**src/sync_fifo.sv**
```systemverilog
/*
 * Single-clock FIFO used as the per-strand instruction queue
 * Flush empties it in one cycle and wins over a same-cycle enqueue
 */
`timescale 1ns/1ps

module sync_fifo #(
	parameter int WIDTH = 66,
	parameter int DEPTH = 4
) (
	input  logic             clk,
	input  logic             reset,
	input  logic             flush_i,
	input  logic             enqueue_i,
	input  logic [WIDTH-1:0] value_i,
	input  logic             dequeue_i,
	output logic [WIDTH-1:0] value_o,
	output logic             full_o,
	output logic             almost_full_o,
	output logic             empty_o
);

	localparam int PTR_W = (DEPTH > 1) ? $clog2(DEPTH) : 1;
	localparam int CNT_W = $clog2(DEPTH + 1);

	logic [WIDTH-1:0] storage [DEPTH];
	logic [PTR_W-1:0] wr_ptr;
	logic [PTR_W-1:0] rd_ptr;
	logic [CNT_W-1:0] count;

	assign full_o = count == CNT_W'(DEPTH);
	// One free slot left
	assign almost_full_o = count == CNT_W'(DEPTH - 1);
	assign empty_o = count == '0;
	assign value_o = storage[rd_ptr];

	// Pointer wrap that also works when DEPTH is not a power of two
	function automatic logic [PTR_W-1:0] next_ptr(input logic [PTR_W-1:0] ptr);
		if (ptr == PTR_W'(DEPTH - 1))
			return '0;
		return ptr + PTR_W'(1);
	endfunction

	// Write port of the entry array, which a flush blocks
	always_ff @(posedge clk)
	begin
		if (enqueue_i && !flush_i)
			storage[wr_ptr] <= value_i;
	end

	always_ff @(posedge clk or posedge reset)
	begin
		if (reset)
		begin
			wr_ptr <= '0;
			rd_ptr <= '0;
			count <= '0;
		end
		else if (flush_i)
		begin
			wr_ptr <= '0;
			rd_ptr <= '0;
			count <= '0;
		end
		else
		begin
			if (enqueue_i)
				wr_ptr <= next_ptr(wr_ptr);
			if (dequeue_i)
				rd_ptr <= next_ptr(rd_ptr);
			if (enqueue_i && !dequeue_i)
				count <= count + CNT_W'(1);
			else if (dequeue_i && !enqueue_i)
				count <= count - CNT_W'(1);
		end
	end

	// The writer must watch the full flag, otherwise an entry is overwritten
	assert property (@(posedge clk) disable iff (reset)
		!(enqueue_i && full_o && !flush_i));

	// The reader must only pop what is there
	assert property (@(posedge clk) disable iff (reset) !(dequeue_i && empty_o));

endmodule

```
**config.mk**
```make
export PLATFORM = sky130hd
export DESIGN_NAME = sync_fifo
export DESIGN_NICKNAME = d
export VERILOG_FILES = /design/src/sync_fifo.sv
export SDC_FILE = /design/constraint.sdc
export NUM_CORES = 1
export LEC_CHECK = 0
export ABC_AREA = 1
export BUFFER_PORTS_ARGS = -buffer_cell sky130_fd_sc_hd__clkbuf_2
export CORE_MARGIN = 5
export CORE_UTILIZATION = 57
export CTS_BUF_LIST = sky130_fd_sc_hd__clkbuf_16
export DETAILED_ROUTE_END_ITERATION = 10
export GPL_TIMING_DRIVEN = 0
export PLACE_DENSITY = 0.79
export SYNTH_ARGS = -nofsm -noshare
export SYNTH_HDL_FRONTEND = slang
export SYNTH_SLANG_ARGS = --single-unit
```
**constraint.sdc**
```tcl
create_clock -name clk -period 5.52 [get_ports clk]
set_input_delay 1.656 -clock clk [delete_from_list [all_inputs] [get_ports clk]]
set_output_delay 1.656 -clock clk [all_outputs]
set_load 0.01 [all_outputs]
```
==> metrics.txt <==
outcome finished, final reports clean; DRC violation total after the first TritonRoute iteration 484; clock sink count 271; Register-to-Register Path Depth 7; Total Routing Usage GR 0.212; number of nets in the layout 959; total cell area at the placement stage 0.0115 sq mm; Maximum Capacitance Violations 0; antenna violations before repair 2; clock insertion delay at the later pin of the skew report 0.52 ns; routed length per placed instance 19.7 microns; overall via count from detail_route 6400; arrival time of the worst setup path 2.15 ns; vias per inst 5.66; transition at the pin with the smallest max-transition slack 0.495 ns; Hold WC Path Type reg -> reg; final wirelength 22200 microns; portion of synthesized cell area occupied by the leading cell type 0.771; Worst Hold Path EP count[0]; count of input and output buffers 139; number of pins with negative max-slew slack in the final report 0; synth top area cells sky130_fd_sc_hd__edfxtp_1 (77%), sky130_fd_sc_hd__o21ai_0 (5.5%), sky130_fd_sc_hd__nor2_1 (5.0%); post-synthesis area per instance 14.6 sq um; wire length of the first global-routing pass 33800 microns; CP Max Fanout 10; post-route clock period utilization 0.690; Top FF cell, synth sky130_fd_sc_hd__edfxtp_1; Critical R2R Launch wr_ptr[0]; share of flip-flops with an asynchronous set or reset after synthesis 0.0258; FF-to-FF End storage[0][15]; setup slack, reg-to-reg 3.45 ns; core outline area 0.0178 sq mm; aggregate negative setup slack 0 ns; skew final 0.0110 ns; Max Freq 0.262 GHz; full die area 0.0208 sq mm; clock transition at the register clock pins on the worst setup and hold paths after CTS 0.06 ns; commonest cells in the synthesized netlist sky130_fd_sc_hd__edfxtp_1 (264), sky130_fd_sc_hd__nor2_1 (136), sky130_fd_sc_hd__o21ai_0 (114); count of synthesis-stage warnings from yosys 0; launching instance or port of the critical path rd_ptr[0]; global route total overflow 0; crit path kind reg -> out; sequential share of the synthesized area 0.788; total leakage power 4.50 nW; mapped cell area 0.0103 sq mm; most instantiated library cell after synthesis sky130_fd_sc_hd__edfxtp_1; minimum period implied by the final worst setup slack 3.81 ns; vias in the first global route 6257; number of library cell types mapped by synthesis 22; root buffer cell sky130_fd_sc_hd__clkbuf_16; GP Congestion 0.825; startpoint of the worst hold path count[0]; number of detailed-routing iterations run before antenna repair 5; Top-Level Pins 140; number of buffers created by CTS 27; Post-synth EDFFs 264; hold-fix buffers at CTS 0; pwr dens 371 mW/mm^2; post-CTS setup repair buffer count 0; relative area change from synthesis to final layout 20.3%; syn nets 782; Post-route DRC 0; Max IR drop VDD 0.288 mV; nature of the critical path endpoint primary output; horizontal die dimension 144 microns; CTS tree yes; synthesized netlist cell count 705; Yosys reg bits 271; Ant. Diodes 0; chip height 144 microns; Slew HR 0.669; share of post-route cells with drive strength above 1 0.250; total setup violations reported at the end of the flow 0; post-route core utilization 0.694; count of H-tree levels built during CTS 1; total half-perimeter wirelength after legalization and detailed placement 14000 microns; Gates resized, CTS repair 0; setup repair after global routing missed its margin false; startpoint class of the critical path flop; required time at the worst-slack endpoint 3.86 ns; Yosys top cell by area sky130_fd_sc_hd__edfxtp_1; maximum number of pins on one net before global-route repair 31; Worst Hold Path Cells 2; Std-Cell Rows 49; Starting Density 0.577; Layout Cell Area excl Fill 0.0124 sq mm; remaining antenna violation count 0; CTS Buffer Depth 3; number of hold violations in the final report 0
cell families after synthesis:
logic type,synth area share
buffers and inverters,0.0362
AOI/OAI and AO/OA,0.108
DFF,0.788
adders and majority gates,0.00803
and+or+nand+nor,0.0598
worst max-delay path: stages, from the launching register on:
cell                       delay (ns)
sky130_fd_sc_hd__dfrtp_1         0.39
sky130_fd_sc_hd__buf_6           0.17
sky130_fd_sc_hd__inv_8           0.08
sky130_fd_sc_hd__clkbuf_1        0.40
sky130_fd_sc_hd__o21ai_0         0.14
sky130_fd_sc_hd__o22ai_1         0.25
sky130_fd_sc_hd__clkbuf_2        0.19
cells in the final DEF (no fill, tap or decap), types with 5 or more instances in the layout:
cell type / count
sky130_fd_sc_hd__o21ai_0: 114
sky130_fd_sc_hd__buf_12: 8
sky130_fd_sc_hd__buf_2: 9
sky130_fd_sc_hd__nor2_1: 132
sky130_fd_sc_hd__dfrtp_1: 7
sky130_fd_sc_hd__o21ai_1: 21
sky130_fd_sc_hd__buf_4: 7
sky130_fd_sc_hd__clkbuf_16: 27
sky130_fd_sc_hd__inv_1: 22
sky130_fd_sc_hd__clkbuf_1: 10
sky130_fd_sc_hd__ha_1: 5
sky130_fd_sc_hd__buf_6: 10
sky130_fd_sc_hd__nand2_1: 20
sky130_fd_sc_hd__clkbuf_2: 145
sky130_fd_sc_hd__edfxtp_1: 264
sky130_fd_sc_hd__o22ai_1: 67
report_power, final:
group | switching (mW) | internal, mW | total [mW]
registers | 0.0155 | 2.32 | 2.33
logic | 0.296 | 0.166 | 0.462
clock network | 0.724 | 1.08 | 1.80
how the worst max path moves through the flow:
stage,to,cells past startpoint
3_5_place_dp,storage[0][11],7
4_1_cts,value_o[43],6
5_1_grt,value_o[18],6
2_1_floorplan,storage[0][0],3
3_3_place_gp,storage[3][11],4
6_report,value_o[64],6
registers in the layout, indices dropped and copies added (netlist names):
| signal | count |
|---|---|
| rd_ptr | 2 |
| count | 3 |
| storage | 264 |
| wr_ptr | 2 |
stage by stage:
stage / setup WS, ns / hold slack, ns / power, mW / std cells
finish: 1.71 / 0.541 / 4.59 / 1130
global route: 1.57 / 0.568 / 4.78 / 1130
CTS: 1.65 / 0.538 / 4.62 / 1130
detailed placement: 1.91 / 0.521 / 2.84 / 1082
global placement: -1.90 / 0.513 / 2.82 / 1073
floorplan: 0.352 / 0.487 / 2.62 / 705
metal layers:
| layer | share of wire | wire length, microns | track usage | up-vias |
|---|---|---|---|---|
| met5 | 0.0010 | 23 | 0 | - |
| met4 | 0.025 | 547 | 0.0609 | 4 |
| met3 | 0.089 | 1970 | 0.0493 | 50 |
| met2 | 0.49 | 10800 | 0.348 | 267 |
| met1 | 0.40 | 8860 | 0.289 | 3089 |
| li1 | - | - | - | 2990 |
cell type report:
| type | instances | area [sq um] |
|---|---|---|
| clock buffer | 27 | 676 |
| tap | 229 | 287 |
| buffer | 43 | 298 |
| multi-input combinational | 373 | 1840 |
| timing repair buffer | 148 | 891 |
| clock inverter | 21 | 208 |
| fill | 1173 | 5460 |
| sequential | 271 | 8100 |
| inverter | 18 | 75.1 |
Power figures use the tool's default switching activity.
