[src/fetch_pkg.sv]
/*
 * Shared constants of the fetch stage: word width, opcode and branch encodings,
 * and the layout width of one instruction FIFO entry
 */
package fetch_pkg;

	// Instruction and address width
	localparam int WORD_WIDTH = 32;

	// Integer multiply opcode, which goes down the long-latency arithmetic pipeline
	// Format B only has room for the low five bits of it
	localparam logic [5:0] OP_IMUL = 6'b000111;

	// Top seven bits of the unconditional branch and call encodings
	localparam logic [6:0] BR_ALWAYS = 7'b1111_011;
	localparam logic [6:0] BR_CALL = 7'b1111_100;

	// Top nibble shared by all branch encodings
	localparam logic [3:0] BR_NIBBLE = 4'b1111;

	// Conditional branch subtypes in bits 27:25 below the branch nibble
	localparam int NUM_COND_CODES = 4;
	localparam logic [NUM_COND_CODES-1:0][2:0] BR_COND_CODES = {
		3'b101,
		3'b010,
		3'b001,
		3'b000
	};

	// Tag in bits 31:29 of a format A arithmetic instruction
	localparam logic [2:0] FORMAT_A_TAG = 3'b110;

	// One FIFO entry holds the next PC, the instruction, the predicted flag and
	// the long-latency flag, packed in that order from the top bit down
	localparam int FIFO_ENTRY_WIDTH = 2 * WORD_WIDTH + 2;

endpackage

[src/branch_predecoder.sv]
/*
 * Combinational pre-decode of a word returned by the instruction cache: byte swap,
 * static branch prediction with its target offset, and the long-latency flag
 */
`timescale 1ns/1ps

module branch_predecoder (
	input  logic [fetch_pkg::WORD_WIDTH-1:0] icache_data_i,
	output logic [fetch_pkg::WORD_WIDTH-1:0] instruction_o,
	output logic                             branch_predicted_o,
	output logic [fetch_pkg::WORD_WIDTH-1:0] branch_offset_o,
	output logic                             long_latency_o
);

	localparam int W = fetch_pkg::WORD_WIDTH;

	logic is_cond_branch;

	// The cache returns words little-endian, the decoder wants them big-endian
	always_comb
	begin
		for (int b = 0; b < W / 8; b++)
			instruction_o[b * 8 +: 8] = icache_data_i[W - 8 - b * 8 +: 8];
	end

	// Conditional branches share the branch nibble and use one of four subtypes
	always_comb
	begin
		is_cond_branch = 1'b0;
		if (instruction_o[31:28] == fetch_pkg::BR_NIBBLE)
			for (int c = 0; c < fetch_pkg::NUM_COND_CODES; c++)
				if (instruction_o[27:25] == fetch_pkg::BR_COND_CODES[c])
					is_cond_branch = 1'b1;
	end

	// 20-bit signed offset in bits 24:5, relative to the following instruction
	assign branch_offset_o = {{(W - 20){instruction_o[24]}}, instruction_o[24:5]};

	// Unconditional branches and calls are always taken
	// Conditional ones are guessed taken when they jump backwards, as loops do
	assign branch_predicted_o = instruction_o[31:25] == fetch_pkg::BR_ALWAYS
		|| instruction_o[31:25] == fetch_pkg::BR_CALL
		|| (is_cond_branch && branch_offset_o[W-1]);

	// Multiplies go to the longer arithmetic pipeline
	always_comb
	begin
		if (instruction_o[31:29] == fetch_pkg::FORMAT_A_TAG)
		begin
			// Format A with bit 25 set selects the long pipeline for any opcode
			long_latency_o = instruction_o[25]
				|| instruction_o[25:20] == fetch_pkg::OP_IMUL;
		end
		else if (!instruction_o[31])
		begin
			// Format B has a five-bit opcode field
			long_latency_o = instruction_o[27:23] == fetch_pkg::OP_IMUL[4:0];
		end
		else
			long_latency_o = 1'b0;
	end

endmodule

[config.mk]
export PLATFORM = sky130hd
export DESIGN_NAME = branch_predecoder
export DESIGN_NICKNAME = d
export VERILOG_FILES = /design/src/fetch_pkg.sv /design/src/branch_predecoder.sv
export SDC_FILE = /design/constraint.sdc
export NUM_CORES = 1
export LEC_CHECK = 0
export ABC_AREA = 1
export BUFFER_PORTS_ARGS = -buffer_cell sky130_fd_sc_hd__buf_4
export CAP_MARGIN = 20
export CORE_ASPECT_RATIO = 1.5
export CORE_UTILIZATION = 25
export DETAILED_ROUTE_END_ITERATION = 6
export PLACE_DENSITY = 0.75
export SLEW_MARGIN = 10
export SYNTH_ARGS = -nofsm -noshare
export SYNTH_HDL_FRONTEND = slang
export SYNTH_SLANG_ARGS = --single-unit
[constraint.sdc]
create_clock -name vclk -period 0.8
set_input_delay 0.04 -clock vclk [all_inputs]
set_output_delay 0.04 -clock vclk [all_outputs]
set_load 0.02 [all_outputs]
==> flow_results.org <==
** Setup path
- Along the worst path, the maximum fanout reaches 4.
- Cells traversed along the worst timing path :: buf_4 -> nor2_1 -> nand2_1 -> nand2_1 -> nand2_1 -> nor2_1 -> buf_4
- Setup crit start kind :: input port
- Arrival time at the worst endpoint :: 0.64 ns
- Cell with the largest stage delay on the worst path :: buf_4
- The number of buffers and inverters on the critical path is 2.
- By instance count, the cell type seen most on the critical path is nand2_1.
- Endpoint class of the critical path :: output port
- Cell class contributing the biggest share of worst-path delay :: simple AND/OR/NAND/NOR gates
- The critical path is of the input port to output port type.
- Delay of the slowest critical-path stage :: about 0.14 ns
- CP Data Required Time :: about 0.76 ns

** Finish
- In the final layout, flip-flops and latches occupy 0 um2.
- The area growth from synthesis to layout is -20.8%.
- Layout clock buffer count :: 0
- The final layout contains about 100 nets.
- In the final layout, the share of cells above drive strength 1 is about two thirds.
- Number of fillers in the final layout :: 256
- The number of antenna diodes in the final layout is 0.
- The finished cells cover roughly 460 um2.
- Sequential cells placed in the final layout were counted as 0.

** Routing
- Using the TritonRoute via totals, the vias-per-cell ratio works out to ~4.
- For this run, design rule violations remaining after detail routing come to 0.
- Met3 Routed Length :: just under 200 um
- Average wire per cell in the routed design :: 10.4 um
- Routed signal wires occupy layers up through met4.
- Once detail routing completed, the nets flagged for antenna violations numbered 0.
- Wire length the detailed router placed on met1 :: approximately 220 um
- The first detailed-routing pass took 3 iterations.
- Summing over every cut layer, the via total after detailed routing is approximately 360.
- After the first detailed-routing iteration, the DRC count stood at 3.
- Total length of routed wires :: roughly 960 um
- Sum of met2 wire segment lengths after detailed routing :: about 470 um

** Power and ir drop
- IR analysis of the VDD net gives a maximum drop of about 0.16 mV.
- After layout, the design draws a total of between 0.3 and 0.4 mW.
- For this design the static power due to leakage is 0.284 nW.
- Power spread over the standard cell area amounts to around 710 nW/um2.

** STA
- Setup-violating endpoint count in the final report :: 0
- Final Hold Fails :: 0
- Worst-margin pin slew :: ~0.13 ns
- Summed over all failing endpoints, the final setup total negative slack is 0 ns.
- Highest clock rate :: 1460 MHz
- Dividing the final minimum period by the clock period gives a little under nine tenths.
- The routed design could run at a clock period as short as just under 0.7 ns.
- The max-slew violation total from the final report is 0.
- Measured against its own limit, the worst slew margin works out to roughly nine tenths.
- Setup repair after global routing left no endpoint under its margin.

** Synthesis
- When the netlist entered floorplanning its net count stood at 121.
- Most frequent cell after synthesis :: buf_4
- Netlist cell types :: 8
- Summed over all instances, the cell type with the most area after synthesis is buf_4.
- The share of the Yosys chip area taken by registers is 0%.
- Sorting the synthesized cells by how often they occur yields buf_4, nand2_1, inv_1, nor2_1.
- In the synthesized netlist, the number of instances is 89.
- Area share of the leading cell type in the synthesized netlist :: 82.2%
- The synthesized netlist occupies a cell area of roughly 600 um2.
- Yosys warns :: 0
- Ranking of synthesized cells by area :: buf_4, nand2_1, inv_1
- Mean instance size in the synthesized netlist :: 6.57 um2

** Floorplan
- Number of primary I/O pins :: 98
- Placeable Area :: between 2000 and 2500 um2
- Floorplan die height :: 61.2 um
- The initial utilization of the core area, before any placement, comes to 26.5%.
- In this run the horizontal extent of the chip is around 41 um.
- Die Area :: approximately 2500 um2
- The floorplan has 21 rows.

** Global routing
- Entering global routing, the biggest net connects 15 pins.
- Global-route wire length before repair :: between 1000 and 1500 um
- For this run, the total global-route usage over all layers was measured as 6.21%.
- After global routing the overflow that remains totals 0.
- Via count of the first global-routing pass :: ~300
- The initial antenna violation count came to 0.

** Run status
- The flow ran to the end, and the final reports show no timing, DRC or antenna violations.

** Placed design
- Routability-driven placement finished with a final weighted congestion of between 0.7 and 0.8.
- Input and output buffers added on the ports amount to 43.
- Area after detailed placement :: between 400 and 500 um2

** Hold path
- The worst hold path belongs to the class input port to output port.

** CTS
- Hold buffers post-CTS :: 0
- Total of cells resized after clock tree synthesis :: 0
- After clock tree synthesis, the setup repair step added 0 buffers.

** Job
- The tool flagged a number of max-cap violations equal to 0.
[cells in the final DEF (no fill, tap or decap)]
master | synthesis | routed
a21oi_1 | 1 | 1
nand3_1 | 1 | 1
buf_4 | 64 | 44
nor2_1 | 5 | 5
inv_1 | 6 | 6
nand2_1 | 10 | 10
o21ai_0 | 1 | 1
nor3_2 | 1 | 1
[metrics by stage]
stage | hold slack [ns] | utilization [%] | setup WS [ns] | instances
global placement | 0.0801 | 21.0 | 0.103 | 92
global route | 0.0800 | 21.0 | 0.0288 | 92
finish | 0.0800 | 21.0 | 0.115 | 92
floorplan | 0.193 | - | 0.196 | 89
CTS | 0.0801 | 21.0 | 0.103 | 92
detailed placement | 0.0801 | 21.0 | 0.106 | 92
[cells by family after synthesis]
group	count (synthesis)	synth area share (%)
and+or+nand+nor	17	12.2
buffers and inverters	70	86.1
AOI/OAI and AO/OA	2	1.71
[path summary, 6_finish.rpt]
check	start	endpoint	slack [ns]	depth (start not counted)
worst max-delay path	icache_data_i[2]	long_latency_o	0.12	7
worst min-delay path	icache_data_i[27]	instruction_o[3]	0.08	0
[power by group]
group,leakage (nW),total (mW),internal (mW),switching (mW)
Sequential,0,0,0,0
Clock,0,0,0,0
Combinational,0.284,0.330,0.150,0.180
Total,0.284,0.330,0.150,0.180
[layer usage]
metal / vias up / global-route usage, %
li1: 162 / -
met3: 12 / 2.35
met4: 0 / 5.99
met2: 45 / 12.7
met1: 142 / 4.04
met5: - / 0
[area by class of cell]
class	instances	area, um2	area share [%]
timing repair buffer	44	330	71.4
tap	23	28.8	6.22
inverter	6	22.5	4.86
multi-input combinational	19	81.3	17.6
Power figures use the tool's default switching activity.
