`config.mk`:
```
export PLATFORM = sky130hd
export DESIGN_NAME = strand_pc_file
export DESIGN_NICKNAME = d
export VERILOG_FILES = /design/src/fetch_pkg.sv /design/src/strand_pc_file.sv
export SDC_FILE = /design/constraint.sdc
export NUM_CORES = 1
export LEC_CHECK = 0
export BUFFER_PORTS_ARGS = -buffer_cell sky130_fd_sc_hd__buf_2
export CORE_ASPECT_RATIO = 0.7
export CORE_MARGIN = 3
export CORE_UTILIZATION = 45
export DETAILED_ROUTE_END_ITERATION = 6
export PLACE_DENSITY = 0.73
export SETUP_SLACK_MARGIN = 0.02
export SLEW_MARGIN = 10
export SYNTH_ARGS = -nofsm -noshare
export SYNTH_HDL_FRONTEND = slang
export SYNTH_SLANG_ARGS = --single-unit
```
`constraint.sdc`:
```
create_clock -name clk -period 6.5 [get_ports clk]
set_input_delay 1.625 -clock clk [delete_from_list [all_inputs] [get_ports clk]]
set_output_delay 1.625 -clock clk [all_outputs]
set_load 0.005 [all_outputs]
```
`src/fetch_pkg.sv`:
```
/*
 * Shared constants of the fetch stage: word width, opcode and branch encodings,
 * and the layout width of one instruction FIFO entry
 */
package fetch_pkg;

	// Instruction and address width
	localparam int WORD_WIDTH = 32;

	// Integer multiply opcode, which goes down the long-latency arithmetic pipeline
	// Format B only has room for the low five bits of it
	localparam logic [5:0] OP_IMUL = 6'b000111;

	// Top seven bits of the unconditional branch and call encodings
	localparam logic [6:0] BR_ALWAYS = 7'b1111_011;
	localparam logic [6:0] BR_CALL = 7'b1111_100;

	// Top nibble shared by all branch encodings
	localparam logic [3:0] BR_NIBBLE = 4'b1111;

	// Conditional branch subtypes in bits 27:25 below the branch nibble
	localparam int NUM_COND_CODES = 4;
	localparam logic [NUM_COND_CODES-1:0][2:0] BR_COND_CODES = {
		3'b101,
		3'b010,
		3'b001,
		3'b000
	};

	// Tag in bits 31:29 of a format A arithmetic instruction
	localparam logic [2:0] FORMAT_A_TAG = 3'b110;

	// One FIFO entry holds the next PC, the instruction, the predicted flag and
	// the long-latency flag, packed in that order from the top bit down
	localparam int FIFO_ENTRY_WIDTH = 2 * WORD_WIDTH + 2;

endpackage

```
`src/strand_pc_file.sv`:
```
/*
 * Program counters of all strands, advanced on a cache hit, held otherwise, and
 * loaded from the rollback controller when a strand is redirected
 */
`timescale 1ns/1ps

module strand_pc_file #(
	parameter int NUM_STRANDS = 4
) (
	input  logic                                          clk,
	input  logic                                          reset,
	input  logic [NUM_STRANDS-1:0]                        last_oh_i,
	input  logic                                          icache_hit_i,
	input  logic                                          branch_predicted_i,
	input  logic [fetch_pkg::WORD_WIDTH-1:0]              branch_offset_i,
	input  logic [NUM_STRANDS-1:0]                        rollback_i,
	input  logic [NUM_STRANDS*fetch_pkg::WORD_WIDTH-1:0]  rollback_pc_i,
	output logic [NUM_STRANDS*fetch_pkg::WORD_WIDTH-1:0]  pc_cur_o,
	output logic [NUM_STRANDS*fetch_pkg::WORD_WIDTH-1:0]  pc_next_o
);

	localparam int W = fetch_pkg::WORD_WIDTH;

	genvar s;

	generate
		for (s = 0; s < NUM_STRANDS; s++)
		begin : g_strand
			logic [W-1:0] pc_q;
			logic [W-1:0] pc_nxt;
			logic [W-1:0] rollback_pc;

			assign rollback_pc = rollback_pc_i[s * W +: W];

			// On a hit for this strand pc_q is the address just fetched, so the
			// following address is resolved in the same cycle the word returns
			always_comb
			begin
				if (rollback_i[s])
					pc_nxt = rollback_pc;
				else if (!icache_hit_i || !last_oh_i[s])
					pc_nxt = pc_q;
				else if (branch_predicted_i)
					pc_nxt = pc_q + W'(4) + branch_offset_i;
				else
					pc_nxt = pc_q + W'(4);
			end

			always_ff @(posedge clk or posedge reset)
			begin
				if (reset)
					pc_q <= '0;
				else
					pc_q <= pc_nxt;
			end

			assign pc_cur_o[s * W +: W] = pc_q;
			assign pc_next_o[s * W +: W] = pc_nxt;

			// Address zero is where a strand lands after a bad redirect, so a
			// rollback there points at a fault upstream
			assert property (@(posedge clk) disable iff (reset)
				rollback_i[s] |-> rollback_pc != '0);
		end
	endgenerate

endmodule

```
==> out/qor.csv, run 1 <==
stage,metric,value,unit
sta,Setup-failing EPs final,0,
sta,Final period util,0.974,
yosys,library cells used by synthesis,82,
sta,Worst Skew,16.9,ps
yosys,Post-Syn Nets,2509,
worst_setup_path,Setup CP Type,in2out,
status,status,"finished, final reports clean",
worst_setup_path,startpoint class of the critical path,input pin,
route,via count,18800,
sta,max frequency,158,MHz
route,Initial DRT Pass Iterations,6,
clock_network,CTS Buf Count,17,
route,"antenna viol nets, final",0,
finish,utilization after layout,0.564,
finish,layout cell share with drive strength beyond 1,0.231,
power,Design Power,4.35,mW
sta,Worst-Margin Slew,1050,ps
floorplan,starting density of the core,0.461,
yosys,most instantiated library cell after synthesis,nand2_1,
yosys,Post-Syn Instances,2173,
worst_setup_path,CP bufs+invs,4,
floorplan,Top-Level Pins,428,
floorplan,Die Area,0.0382,mm²
route,drt drc,0,
yosys,Post-synth EDFFs,0,
placed_design,IO buf count,427,
sta,Fin. Hold Viols,0,
global_routing,Overflow after GRT,0,
clock_network,H-tree Lvls,4,
yosys,Post-synth top flop,dfrtp_1,
worst_setup_path,Crit Path Max Fanout,4,
route,DR WL/cell,22.6,µm
route,initial DRC count,1968,
yosys,asr flop ratio synth,1.00,
placed_design,sum of net half-perimeters after detailed placement,53100,µm
clock_network,CTS Buffer Depth,2,
sta,TNS Setup,0,ps
yosys,Yosys Warn Count,0,
worst_setup_path,Crit path max-delay family,compound AO/OA/AOI/OAI gates,
sta,Pins Over Slew Limit,0,
run,max cap viols,0,
placed_design,"Cell Area, Placed",0.0188,mm²
global_routing,first-pass GRT wire length,102000,µm
floorplan,DIE WIDTH,232,µm
yosys,top-area cell type share of the netlist area,0.198,
yosys,Yosys top cell by area,dfrtp_1,
sta,clock period minus final worst setup slack,6330,ps
finish,largest registers,g_strand.pc_q x128,
clock_network,clock sink count,128,
yosys,Yosys reg bits,128,
clock_network,hold bufs inserted after CTS,0,
finish,Final #Nets,2897,
finish,fillers,3348,
sta,worst hold slack,603,ps
finish,Finished Cell Area,0.0197,mm²
power,Pwr Density,220,mW/mm²
sta,RSZ-0062 raised after global routing,false,
power,Max VDD drop,0.188,mV
yosys,Synth area leaders,"dfrtp_1 (20%), ha_1 (12%), xnor2_1 (7.4%), a21oi_1 (7.1%), nand2_1 (5.4%)",
placed_design,global placement routability congestion,0.971,
yosys,"Cell Area, Synth",0.0161,mm²
yosys,list of most frequent post-synthesis cells,"nand2_1 (233), a21oi_1 (228), nor2_1 (199), ha_1 (160), o21ai_0 (150)",
global_routing,initial antenna violation count,1,
worst_setup_path,"Critical Path, Cell by Cell",buf_2 -> ha_1 -> inv_1 -> fa_1 -> nor2b_1 -> o21a_1 -> o21a_1 -> o21ai_0 -> nand2b_1 -> a21o_1 -> a21oi_1 -> xor2_1 -> a2111oi_1 -> buf_4 -> a211o_1 -> buf_2,
global_routing,Tot GR Track Use,0.346,
clock_network,Clock Latency Late Sink,470,ps
clock_network,CTS tree,done,
global_routing,pin count of the biggest net entering global routing,67,
power,Leak,9.25,nW
worst_setup_path,Worst Path Required,4880,ps
yosys,syn_area_per_cell,7.43,µm²
finish,Largest register FFs,128,
finish,Top reg by flops,g_strand.pc_q,
worst_setup_path,Worst path max stage delay,700,ps
worst_setup_path,Crit. End Element,output port,
floorplan,Core Area,0.0350,mm²
finish,Synth-to-Final Area Change,22.3,%
min_path,Hold Path Class,reg2reg,
yosys,register area share after synthesis,0.198,
global_routing,vias in the first global route,17000,
sta,Slew HR,0.300,
clock_network,clock slew at reported path FFs,60,ps
floorplan,Placement Rows,57,
clock_network,Clock Root Buffer,clkbuf_16,
worst_setup_path,WP data arrival,4710,ps
route,final WL,69000,µm
floorplan,die span in y,164,µm
worst_setup_path,Worst path slowest cell,a2111oi_1,
route,vias per std cell,6.18,
==> path summary, 6_finish.rpt <==
path	from	end	slack (ps)	cells after the start
max in group asynchronous	reset	g_strand[2].pc_q[6]	3820	3
setup / recovery	branch_offset_i[0]	pc_next_o[72]	170	16
min in group asynchronous	reset	g_strand[0].pc_q[0]	1230	2
hold / removal	g_strand[1].pc_q[31]	g_strand[1].pc_q[31]	600	2
setup reg to reg	g_strand[1].pc_q[11]	g_strand[1].pc_q[31]	2280	15
hold reg to reg	g_strand[1].pc_q[31]	g_strand[1].pc_q[31]	600	2
==> placed cells by master, fill, tap and decap left out, drive strengths merged, types with 21 or more instances in the layout <==
cell and count:
dfrtp 128, a31oi 21, nand4 42, nand2 233, xnor2 136, a21oi 231, nor2 201, inv 59
o21bai 21, and3 43, a211oi 42, mux2i 30, nor2b 22, nor3 39, xor2 71, buf 477
nand3 90, a21o 57, o21ai 182, ha 160
==> timing repair <==
| item | CTS | global route |
|---|---|---|
| setup buffers | 0 | 3 |
| pin swaps | 0 | 2 |
| hold endpoints to repair | 0 | 0 |
| gates cloned | 0 | 0 |
| endpoints found under the setup margin | 3 | 35 |
| gates resized for setup | 2 | 62 |
==> layout make-up <==
| class | instances | area, µm² | share of cell area |
|---|---|---|---|
| Antenna cell | 1 | 2.50 | 0.000127 |
| Clock buffer | 19 | 453 | 0.0229 |
| Clock inverter | 13 | 185 | 0.00938 |
| Inverter | 58 | 223 | 0.0113 |
| Multi-Input combinational cell | 1879 | 12600 | 0.636 |
| Sequential cell | 128 | 3210 | 0.163 |
| Tap cell | 472 | 591 | 0.0299 |
| Timing Repair Buffer | 477 | 2530 | 0.128 |
==> worst register-to-register path: stages (launching register included) <==
cell	delay (ps)
dfrtp_1	470
and4_1	280
nand4_1	170
nor2_2	230
nand3_1	140
nor2_1	210
xor2_1	310
ha_1	390
a2111o_1	440
a31o_2	210
a21oi_1	190
o22ai_1	120
or3_1	370
a21oi_2	270
xnor2_1	170
o21ai_1	90
==> report_power, final <==
group / internal (mW) / total (mW) / switching [mW]
sequential: 0.891 / 1.07 / 0.175
clock: 0.662 / 1.10 / 0.441
combinational: 0.889 / 2.18 / 1.29
total: 2.44 / 4.35 / 1.91
==> cells by family after synthesis <==
kind of cell,count (synthesis),synth area share
simple gates,756,0.223
compound gates,717,0.276
xor+xnor,207,0.112
buf+inv,166,0.0395
fa+ha+maj,164,0.129
flops,128,0.198
mux,35,0.0221
==> per-layer routing <==
layer  up-vias  GRT usage  routed length (µm)
met3        99     0.0738                7700
met2      1070      0.510               28700
met4         2      0.115                2120
met1      8911      0.500               30400
li1       8734          -                   -
met5         -          0                  14
==> through the flow <==
step / std cells / worst slack [ps]
2_1_floorplan: 2173 / 863
5_1_grt: 3046 / 4.84
4_1_cts: 3043 / 5.16
3_3_place_gp: 3011 / 232
3_5_place_dp: 3011 / 149
6_report: 3047 / 167
Power figures use the tool's default switching activity.
==> run 2, diff against run 1 <==
Settings changed: ABC_AREA from default to 1, PLACE_DENSITY 0.73 to 0.71.
==> run 2 against run 1 <==
  * Fmax is 6.3% higher
  * Design area is 16% higher
  * Clock power hardly changed
  * Non-clock buffer count is 36 lower
  * Sequential share of layout area is 2.2 points lower
  * Synthesized cell count is 58% higher
  * Combinational power is 13% higher
  * Sequential power hardly changed
  * Count of clock-buffer cells in the layout is 2 lower
  * Critical endpoint is now pc_next_o[63]
  * Highest routed layer unchanged
==> out/qor.csv, run 2 <==
stage,metric,value,unit,change
floorplan,Core Area,0.0426,mm²,+22%
worst_setup_path,CP bufs+invs,2,,-2
placed_design,global placement routability congestion,1.02,,+4.7%
floorplan,Die Area,0.0460,mm²,+20%
status,status,"finished, final reports clean",,
sta,Slew HR,0.314,,+0.0143
yosys,Post-Syn Nets,3778,,+51%
worst_setup_path,Worst Path Required,4880,ps,about the same
yosys,Yosys top cell by area,nand2_1,,
clock_network,CTS Buffer Depth,2,,unchanged
yosys,"Cell Area, Synth",0.0196,mm²,+21%
yosys,library cells used by synthesis,49,,-40%
yosys,Post-synth EDFFs,0,,unchanged
yosys,Yosys reg bits,128,,unchanged
worst_setup_path,Crit. End Element,output port,,
yosys,Synth area leaders,"nand2_1 (20%), dfrtp_1 (16%), ha_1 (10%), a21oi_1 (10%), inv_1 (9.7%)",,
clock_network,H-tree Lvls,4,,unchanged
route,Initial DRT Pass Iterations,6,,unchanged
route,met2 wire len,32100,µm,+12%
min_path,Worst Hold End,g_strand[0].pc_q[0],,
yosys,most instantiated library cell after synthesis,nand2_1,,
global_routing,first-pass GRT wire length,123000,µm,+21%
yosys,register area share after synthesis,0.164,,-0.0346
route,DR WL/cell,18.2,µm,-20%
route,routed length on met1,36900,µm,+21%
worst_setup_path,Worst path max stage delay,630,ps,-70 ps
finish,layout cell share with drive strength beyond 1,0.139,,-0.0925
sta,max frequency,168,MHz,+6.3%
floorplan,die span in y,180,µm,+9.7%
yosys,Yosys Warn Count,0,,unchanged
floorplan,Placement Rows,63,,+11%
clock_network,clock slew at reported path FFs,60,ps,about the same
finish,Finished Cell Area,0.0228,mm²,+16%
power,total internal power,2.35,mW,-3.9%
worst_setup_path,Setup CP Type,reg2out,,
worst_setup_path,Crit Path Max Fanout,8,,+4
finish,"most common cell after layout, fill and taps aside",nand2_1,,
finish,"commonest cells after routing, fill and taps aside","nand2_1 (1053), inv_1 (504), buf_2 (426), a21oi_1 (397), nor2_1 (387)",,
placed_design,IO buf count,427,,unchanged
clock_network,Post-CTS Setup Bufs,0,,unchanged
yosys,Post-Syn Instances,3442,,+58%
yosys,top-area cell type share of the netlist area,0.202,,+0.00369
power,clock network power share,0.235,,-0.019
finish,Synth-to-Final Area Change,16.7,%,
min_path,hold path start,g_strand[0].pc_q[0],,
global_routing,pin count of the biggest net entering global routing,138,,+110%
floorplan,DIE WIDTH,255,µm,+9.8%
min_path,hold depth,2,,unchanged
clock_network,Clock Latency Late Sink,460,ps,about the same
yosys,syn_area_per_cell,5.68,µm²,-24%
yosys,simple-gate share of the synthesized area,0.399,,+0.177
worst_setup_path,WP data arrival,4330,ps,-380 ps
sta,Pins Over Slew Limit,0,,unchanged
finish,largest registers,g_strand.pc_q x128,,
route,via count,24000,,+28%
global_routing,Overflow after GRT,0,,unchanged
power,Sw Ratio,0.491,,+0.0525
sta,Final period util,0.917,,-0.0575
route,initial DRC count,2926,,+49%
finish,Largest register FFs,128,,unchanged
route,met3 WL,9420,µm,+22%
sta,RSZ-0062 raised after global routing,false,,
finish,fillers,4576,,+37%
power,Sw Pwr,2.26,mW,+19%
worst_setup_path,Crit path max-delay family,simple AND/OR/NAND/NOR gates,,
sta,Worst Skew,18.9,ps,+1.92 ps
power,Flop pwr share,0.229,,-0.016
sta,Worst-Margin Slew,1030,ps,-22.5 ps
yosys,xor and xnor area share after synthesis,0.0575,,-0.0548
global_routing,vias in the first global route,21300,,+25%
worst_setup_path,startpoint class of the critical path,register,,
floorplan,Top-Level Pins,428,,unchanged
sta,clock period minus final worst setup slack,5960,ps,-374 ps
run,max cap viols,0,,unchanged
yosys,list of most frequent post-synthesis cells,"nand2_1 (1053), inv_1 (505), a21oi_1 (397), nor2_1 (387), nand3_1 (257)",,
global_routing,Tot GR Track Use,0.341,,-0.00488
placed_design,"Cell Area, Placed",0.0222,mm²,+18%
placed_design,sum of net half-perimeters after detailed placement,64400,µm,+21%
yosys,mux share of post-synthesis cell area,0,,-0.0221
yosys,Post-synth top flop,dfrtp_1,,
power,Pwr Density,202,mW/mm²,-8.3%
sta,TNS Setup,0,ps,unchanged
worst_setup_path,most frequent CP cell,nand2_1,,
power,Leak,12.7,nW,+37%
yosys,synthesized-area fraction occupied by adder cells,0.106,,-0.0225
route,final WL,80600,µm,+17%
power,Comb power frac,0.535,,+0.034
yosys,complex-gate fraction of the synthesized area,0.158,,-0.118
worst_setup_path,r2r worst-path depth,20,,+5
worst_setup_path,"Critical Path, Cell by Cell",ha_1 -> nand2_1 -> nor2_2 -> nand2_2 -> nor2_2 -> nand3_1 -> xor2_1 -> inv_1 -> ha_1 -> a21oi_1 -> and2_1 -> nand2_1 -> nand2_1 -> nand3_1 -> a21oi_1 -> nand2_1 -> nand3_1 -> nand2_1 -> nand2_1 -> nand2_1 -> buf_2,,
clock_network,CTS tree,done,,
clock_network,clock sink count,128,,unchanged
worst_setup_path,Worst path slowest cell,dfrtp_1,,
floorplan,starting density of the core,0.459,,-0.00241
route,top routing layer in use,met5,,
route,drt drc,0,,unchanged
sta,Setup-failing EPs final,0,,unchanged
finish,Final #Nets,4161,,+44%
finish,Top reg by flops,g_strand.pc_q,,
clock_network,hold bufs inserted after CTS,0,,unchanged
yosys,asr flop ratio synth,1.00,,unchanged
sta,Fin. Hold Viols,0,,unchanged
clock_network,CTS Buf Count,17,,unchanged
global_routing,initial antenna violation count,6,,+5
route,vias per std cell,5.42,,-12%
route,"antenna viol nets, final",0,,unchanged
power,Max VDD drop,0.183,mV,-2.9%
yosys,largest family of logic cells by synthesized area,simple AND/OR/NAND/NOR gates,,
worst_setup_path,worst r2r dst,g_strand[1].pc_q[31],,
clock_network,Clock Root Buffer,clkbuf_16,,
min_path,Hold Path Class,reg2reg,,
clock_network,CTS resizes,0,,-2
worst_setup_path,worst r2r src,g_strand[1].pc_q[2],,
worst_setup_path,reg2reg setup slack,2640,ps,+360 ps
==> run 2: cell count changes after synthesis, moves of 52 or more <==
cell / change
nand3_1: +168
a21o_1: -52
xnor2_1: -96
nand2_1: +820
a21oi_1: +169
nor2_1: +188
inv_1: +447
==> run 2: how the worst max path moves through the flow <==
stage / endpoint / cells past startpoint / start / slack (ps)
detailed placement: pc_next_o[126] / 17 / branch_offset_i[1] / 700
global placement: pc_next_o[126] / 17 / branch_offset_i[1] / 740
global route: pc_next_o[63] / 21 / g_strand[1].pc_q[2] / 310
CTS: pc_next_o[63] / 21 / g_strand[1].pc_q[2] / 650
floorplan: g_strand[0].pc_q[0] / 1 / reset / 1460
finish: pc_next_o[63] / 21 / g_strand[1].pc_q[2] / 540
==> run 2: area by class of cell <==
cell class	count	area, µm²	share of cell area
Clock buffer	17	425	0.0186
Inverter	508	1920	0.0840
Tap cell	585	732	0.0321
Clock inverter	15	184	0.00806
Multi-Input combinational cell	2729	14100	0.618
Antenna cell	3	7.51	0.000329
Timing Repair Buffer	441	2260	0.0989
Sequential cell	128	3200	0.140
==> run 2: power groups by stage <==
stage	registers [mW]	logic, mW	clock network (mW)
after floorplan	1.02	1.61	0
after global placement	1.07	2.39	0
after detailed placement	1.07	2.39	0
after CTS	1.05	2.41	1.09
after global routing	1.07	2.76	1.12
final	1.06	2.47	1.08
==> run 2: logic make-up (layout without fill, tap and decap cells) <==
family,after synthesis,in the layout
AO/OA/AOI/OAI,578,578
XOR/XNOR,125,125
adder cells (fa/ha/maj),164,164
buffers and inverters,585,981
flip-flops,128,128
other,0,3
AND/OR/NAND/NOR,1862,1862
==> run 2: metrics by stage <==
stage	worst slack (ps)	std cells	total power, mW	utilization	hold WS (ps)
after floorplan	1460	3442	2.63	-	597
after global placement	742	4391	3.46	0.521	581
after detailed placement	701	4391	3.46	0.521	588
after CTS	648	4423	4.55	0.535	600
after global routing	305	4425	4.95	0.535	630
final	541	4426	4.61	0.535	606
==> run 2: per-layer routing <==
metal  vias to the layer above  GRT usage
met3                       111     0.0765
met4                         2     0.0991
met2                      1285      0.482
met5                         -          0
met1                     10800      0.512
li1                      11800          -
==> run 2: tightest hold or removal path: stages, from the launching register on <==
cell     delay (ps)
dfrtp_1         400
nand2_1          80
a31oi_1          80
==> run 3, diff against run 2 <==
Settings changed: CTS_CLUSTER_DIAMETER from default to 80, RECOVER_POWER from default to 100.
Clock period 6.5 ns to 6.04 ns, I/O delays scaled along.
==> run 3 against run 2 <==
  * The flow now finishes with violations (DRC, capacitance limit, slew limit)
  * Routed wire length fell by 0.92%
  * Clock power hardly changed
  * Global-route usage is 0.39 points lower
  * Count of clock-buffer cells in the layout is 3 higher
  * Worst setup slack worse by 290 ps
  * Critical path type is now in2out
==> out/qor.csv, run 3 (same netlist as run 2, synthesis figures left out) <==
stage,metric,value,unit,change
clock_network,hold bufs inserted after CTS,0,,unchanged
placed_design,Placement Setup Slack,593,ps,-108 ps
route,via count,23900,,-0.34%
finish,Top reg by flops,g_strand.pc_q,,
floorplan,Placement Rows,63,,unchanged
placed_design,global placement routability congestion,1.03,,+1.3%
finish,"commonest cells after routing, fill and taps aside","nand2_1 (1056), inv_1 (504), a21oi_1 (400), nor2_1 (388), nand3_1 (257)",,
route,vias per std cell,5.40,,-0.40%
global_routing,Tot GR Track Use,0.337,,-0.00391
global_routing,pin count of the biggest net entering global routing,79,,-43%
clock_network,H-tree Lvls,4,,unchanged
sta,max frequency,173,MHz,
sta,Fin. Hold Viols,0,,unchanged
route,initial DRC count,2687,,-8.2%
sta,Pins Over Slew Limit,203,,+203
worst_setup_path,reg2reg setup slack,2230,ps,-410 ps
worst_setup_path,most frequent CP cell,nand2_1,,
placed_design,IO buf count,427,,unchanged
floorplan,die span in y,180,µm,unchanged
floorplan,DIE WIDTH,255,µm,unchanged
worst_setup_path,worst r2r dst,g_strand[1].pc_q[31],,
clock_network,CTS tree,done,,
finish,fillers,4667,,+2.0%
worst_setup_path,Worst path max stage delay,520,ps,-110 ps
run,max cap viols,5,,+5
worst_setup_path,Worst Path Required,4530,ps,-350 ps
global_routing,initial antenna violation count,2,,-4
finish,Finished Cell Area,0.0226,mm²,-1.1%
floorplan,Core Area,0.0426,mm²,unchanged
route,drt drc,6,,+6
worst_setup_path,CP Launch Point,branch_offset_i[0],,
worst_setup_path,CP endpoint,pc_next_o[118],,
sta,Worst-Margin Slew,2880,ps,+1850 ps
sta,Slew HR,-0.921,,-1.23
clock_network,CTS Buf Count,17,,unchanged
sta,Final period util,0.958,,
global_routing,first-pass GRT wire length,121000,µm,-1.2%
clock_network,clock slew at reported path FFs,60,ps,about the same
worst_setup_path,startpoint class of the critical path,input pin,,
worst_setup_path,Crit Path Max Fanout,4,,-4
route,"antenna viol nets, final",0,,unchanged
sta,"Worst Setup Slack, final",255,ps,-285 ps
power,Leak,12.2,nW,-3.8%
clock_network,CTS resizes,0,,unchanged
power,Pwr Density,216,mW/mm²,+6.9%
route,Initial DRT Pass Iterations,7,,+1
worst_setup_path,Worst path slowest cell,clkbuf_1,,
sta,RSZ-0062 raised after global routing,false,,
worst_setup_path,Crit. End Element,output port,,
finish,Synth-to-Final Area Change,15.4,%,
worst_setup_path,critical path depth,18,,-14%
power,Max VDD drop,0.174,mV,-5.0%
min_path,Hold Path Class,reg2reg,,
finish,Final #Nets,4165,,+0.096%
worst_setup_path,Crit path max-delay family,simple AND/OR/NAND/NOR gates,,
worst_setup_path,CP bufs+invs,4,,+2
placed_design,sum of net half-perimeters after detailed placement,64300,µm,-0.19%
floorplan,Top-Level Pins,428,,unchanged
clock_network,clock sink count,128,,unchanged
route,DR WL/cell,18.0,µm,-0.99%
placed_design,"Cell Area, Placed",0.0222,mm²,+0.19%
worst_setup_path,"Critical Path, Cell by Cell",clkbuf_1 -> ha_1 -> inv_1 -> fa_1 -> inv_1 -> nand3_1 -> nand3_1 -> nand2_1 -> nand2_1 -> nand2_1 -> nand2_1 -> nand2_1 -> nand2_1 -> nand2_1 -> nand3_1 -> nand2_1 -> a21oi_1 -> clkbuf_1,,
clock_network,CTS Buffer Depth,2,,unchanged
sta,clock period minus final worst setup slack,5780,ps,
clock_network,Post-CTS Setup Bufs,0,,unchanged
finish,"most common cell after layout, fill and taps aside",nand2_1,,
finish,layout cell share with drive strength beyond 1,0.0885,,-0.0501
global_routing,vias in the first global route,21000,,-1.5%
worst_setup_path,worst r2r src,g_strand[1].pc_q[2],,
worst_setup_path,Setup CP Type,in2out,,
status,violated checks,"DRC, capacitance limit, slew limit",,
sta,TNS Setup,0,ps,unchanged
worst_setup_path,WP data arrival,4270,ps,-60 ps
finish,largest registers,g_strand.pc_q x128,,
clock_network,Clock Latency Late Sink,460,ps,about the same
sta,Worst Skew,9.64,ps,-9.22 ps
global_routing,Overflow after GRT,0,,unchanged
worst_setup_path,r2r worst-path depth,20,,unchanged
floorplan,Die Area,0.0460,mm²,unchanged
status,status,"complete, but fails checks",,
clock_network,Clock Root Buffer,clkbuf_16,,
finish,Largest register FFs,128,,unchanged
sta,Setup-failing EPs final,0,,unchanged
route,final WL,79900,µm,-0.92%
floorplan,starting density of the core,0.459,,unchanged
[run 3: changes by cell type in the layout (fill, tap and decap cells not counted), sizes merged, moves of 2 or more]
cell      delta
inv          -5
clkbuf     +200
clkinvlp     +2
buf        -193
[run 3: worst min-delay path, cell delays in order, from the launching register on]
cell and delay, ps:
dfrtp_1 400, nand2_1 70, a31oi_1 80
[run 3: metrics by stage]
| stage | cells | power [mW] | util | hold WS [ps] |
|---|---|---|---|---|
| 3_3_place_gp | 4395 | 3.71 | 0.522 | 580 |
| 3_5_place_dp | 4395 | 3.72 | 0.522 | 579 |
| 5_1_grt | 4428 | 5.23 | 0.529 | 618 |
| 6_report | 4429 | 4.87 | 0.529 | 601 |
| 2_1_floorplan | 3442 | 2.83 | - | 597 |
| 4_1_cts | 4427 | 4.85 | 0.536 | 593 |
[run 3: worst min-delay path by stage]
stage	from	endpoint	slack, ps	depth (start not counted)
3_5_place_dp	g_strand[3].pc_q[0]	g_strand[3].pc_q[0]	580	2
2_1_floorplan	g_strand[0].pc_q[0]	g_strand[0].pc_q[0]	600	2
4_1_cts	g_strand[3].pc_q[0]	g_strand[3].pc_q[0]	590	2
5_1_grt	g_strand[3].pc_q[0]	g_strand[3].pc_q[0]	620	2
3_3_place_gp	g_strand[0].pc_q[0]	g_strand[0].pc_q[0]	580	2
6_report	g_strand[0].pc_q[0]	g_strand[0].pc_q[0]	600	2
[run 3: final cells by class]
type | instances | area [µm²] | area share
multi-input cells | 2729 | 14100 | 0.623
flip-flops and latches | 128 | 3200 | 0.142
repair buffers | 445 | 2060 | 0.0911
inverters | 508 | 1910 | 0.0848
well taps | 585 | 732 | 0.0324
clock buffers | 20 | 457 | 0.0202
clock inverters | 12 | 135 | 0.00599
diodes | 2 | 5.00 | 0.000222
[run 3: routing by layer]
metal | track usage | routed length (µm) | share of wire | vias up
li1 | - | - | - | 11800
met1 | 0.508 | 37000 | 0.46 | 10800
met2 | 0.475 | 31700 | 0.40 | 1258
met3 | 0.0807 | 9000 | 0.11 | 117
met4 | 0.0895 | 2160 | 0.027 | 0
met5 | 0 | 0 | 0 | -
[run 3: power breakdown]
group / switching, mW / leakage (nW) / internal, mW / total, mW
registers: 0.186 / 1.45 / 0.952 / 1.14
logic: 1.74 / 10.5 / 0.885 / 2.62
clock network: 0.482 / 0.279 / 0.631 / 1.11
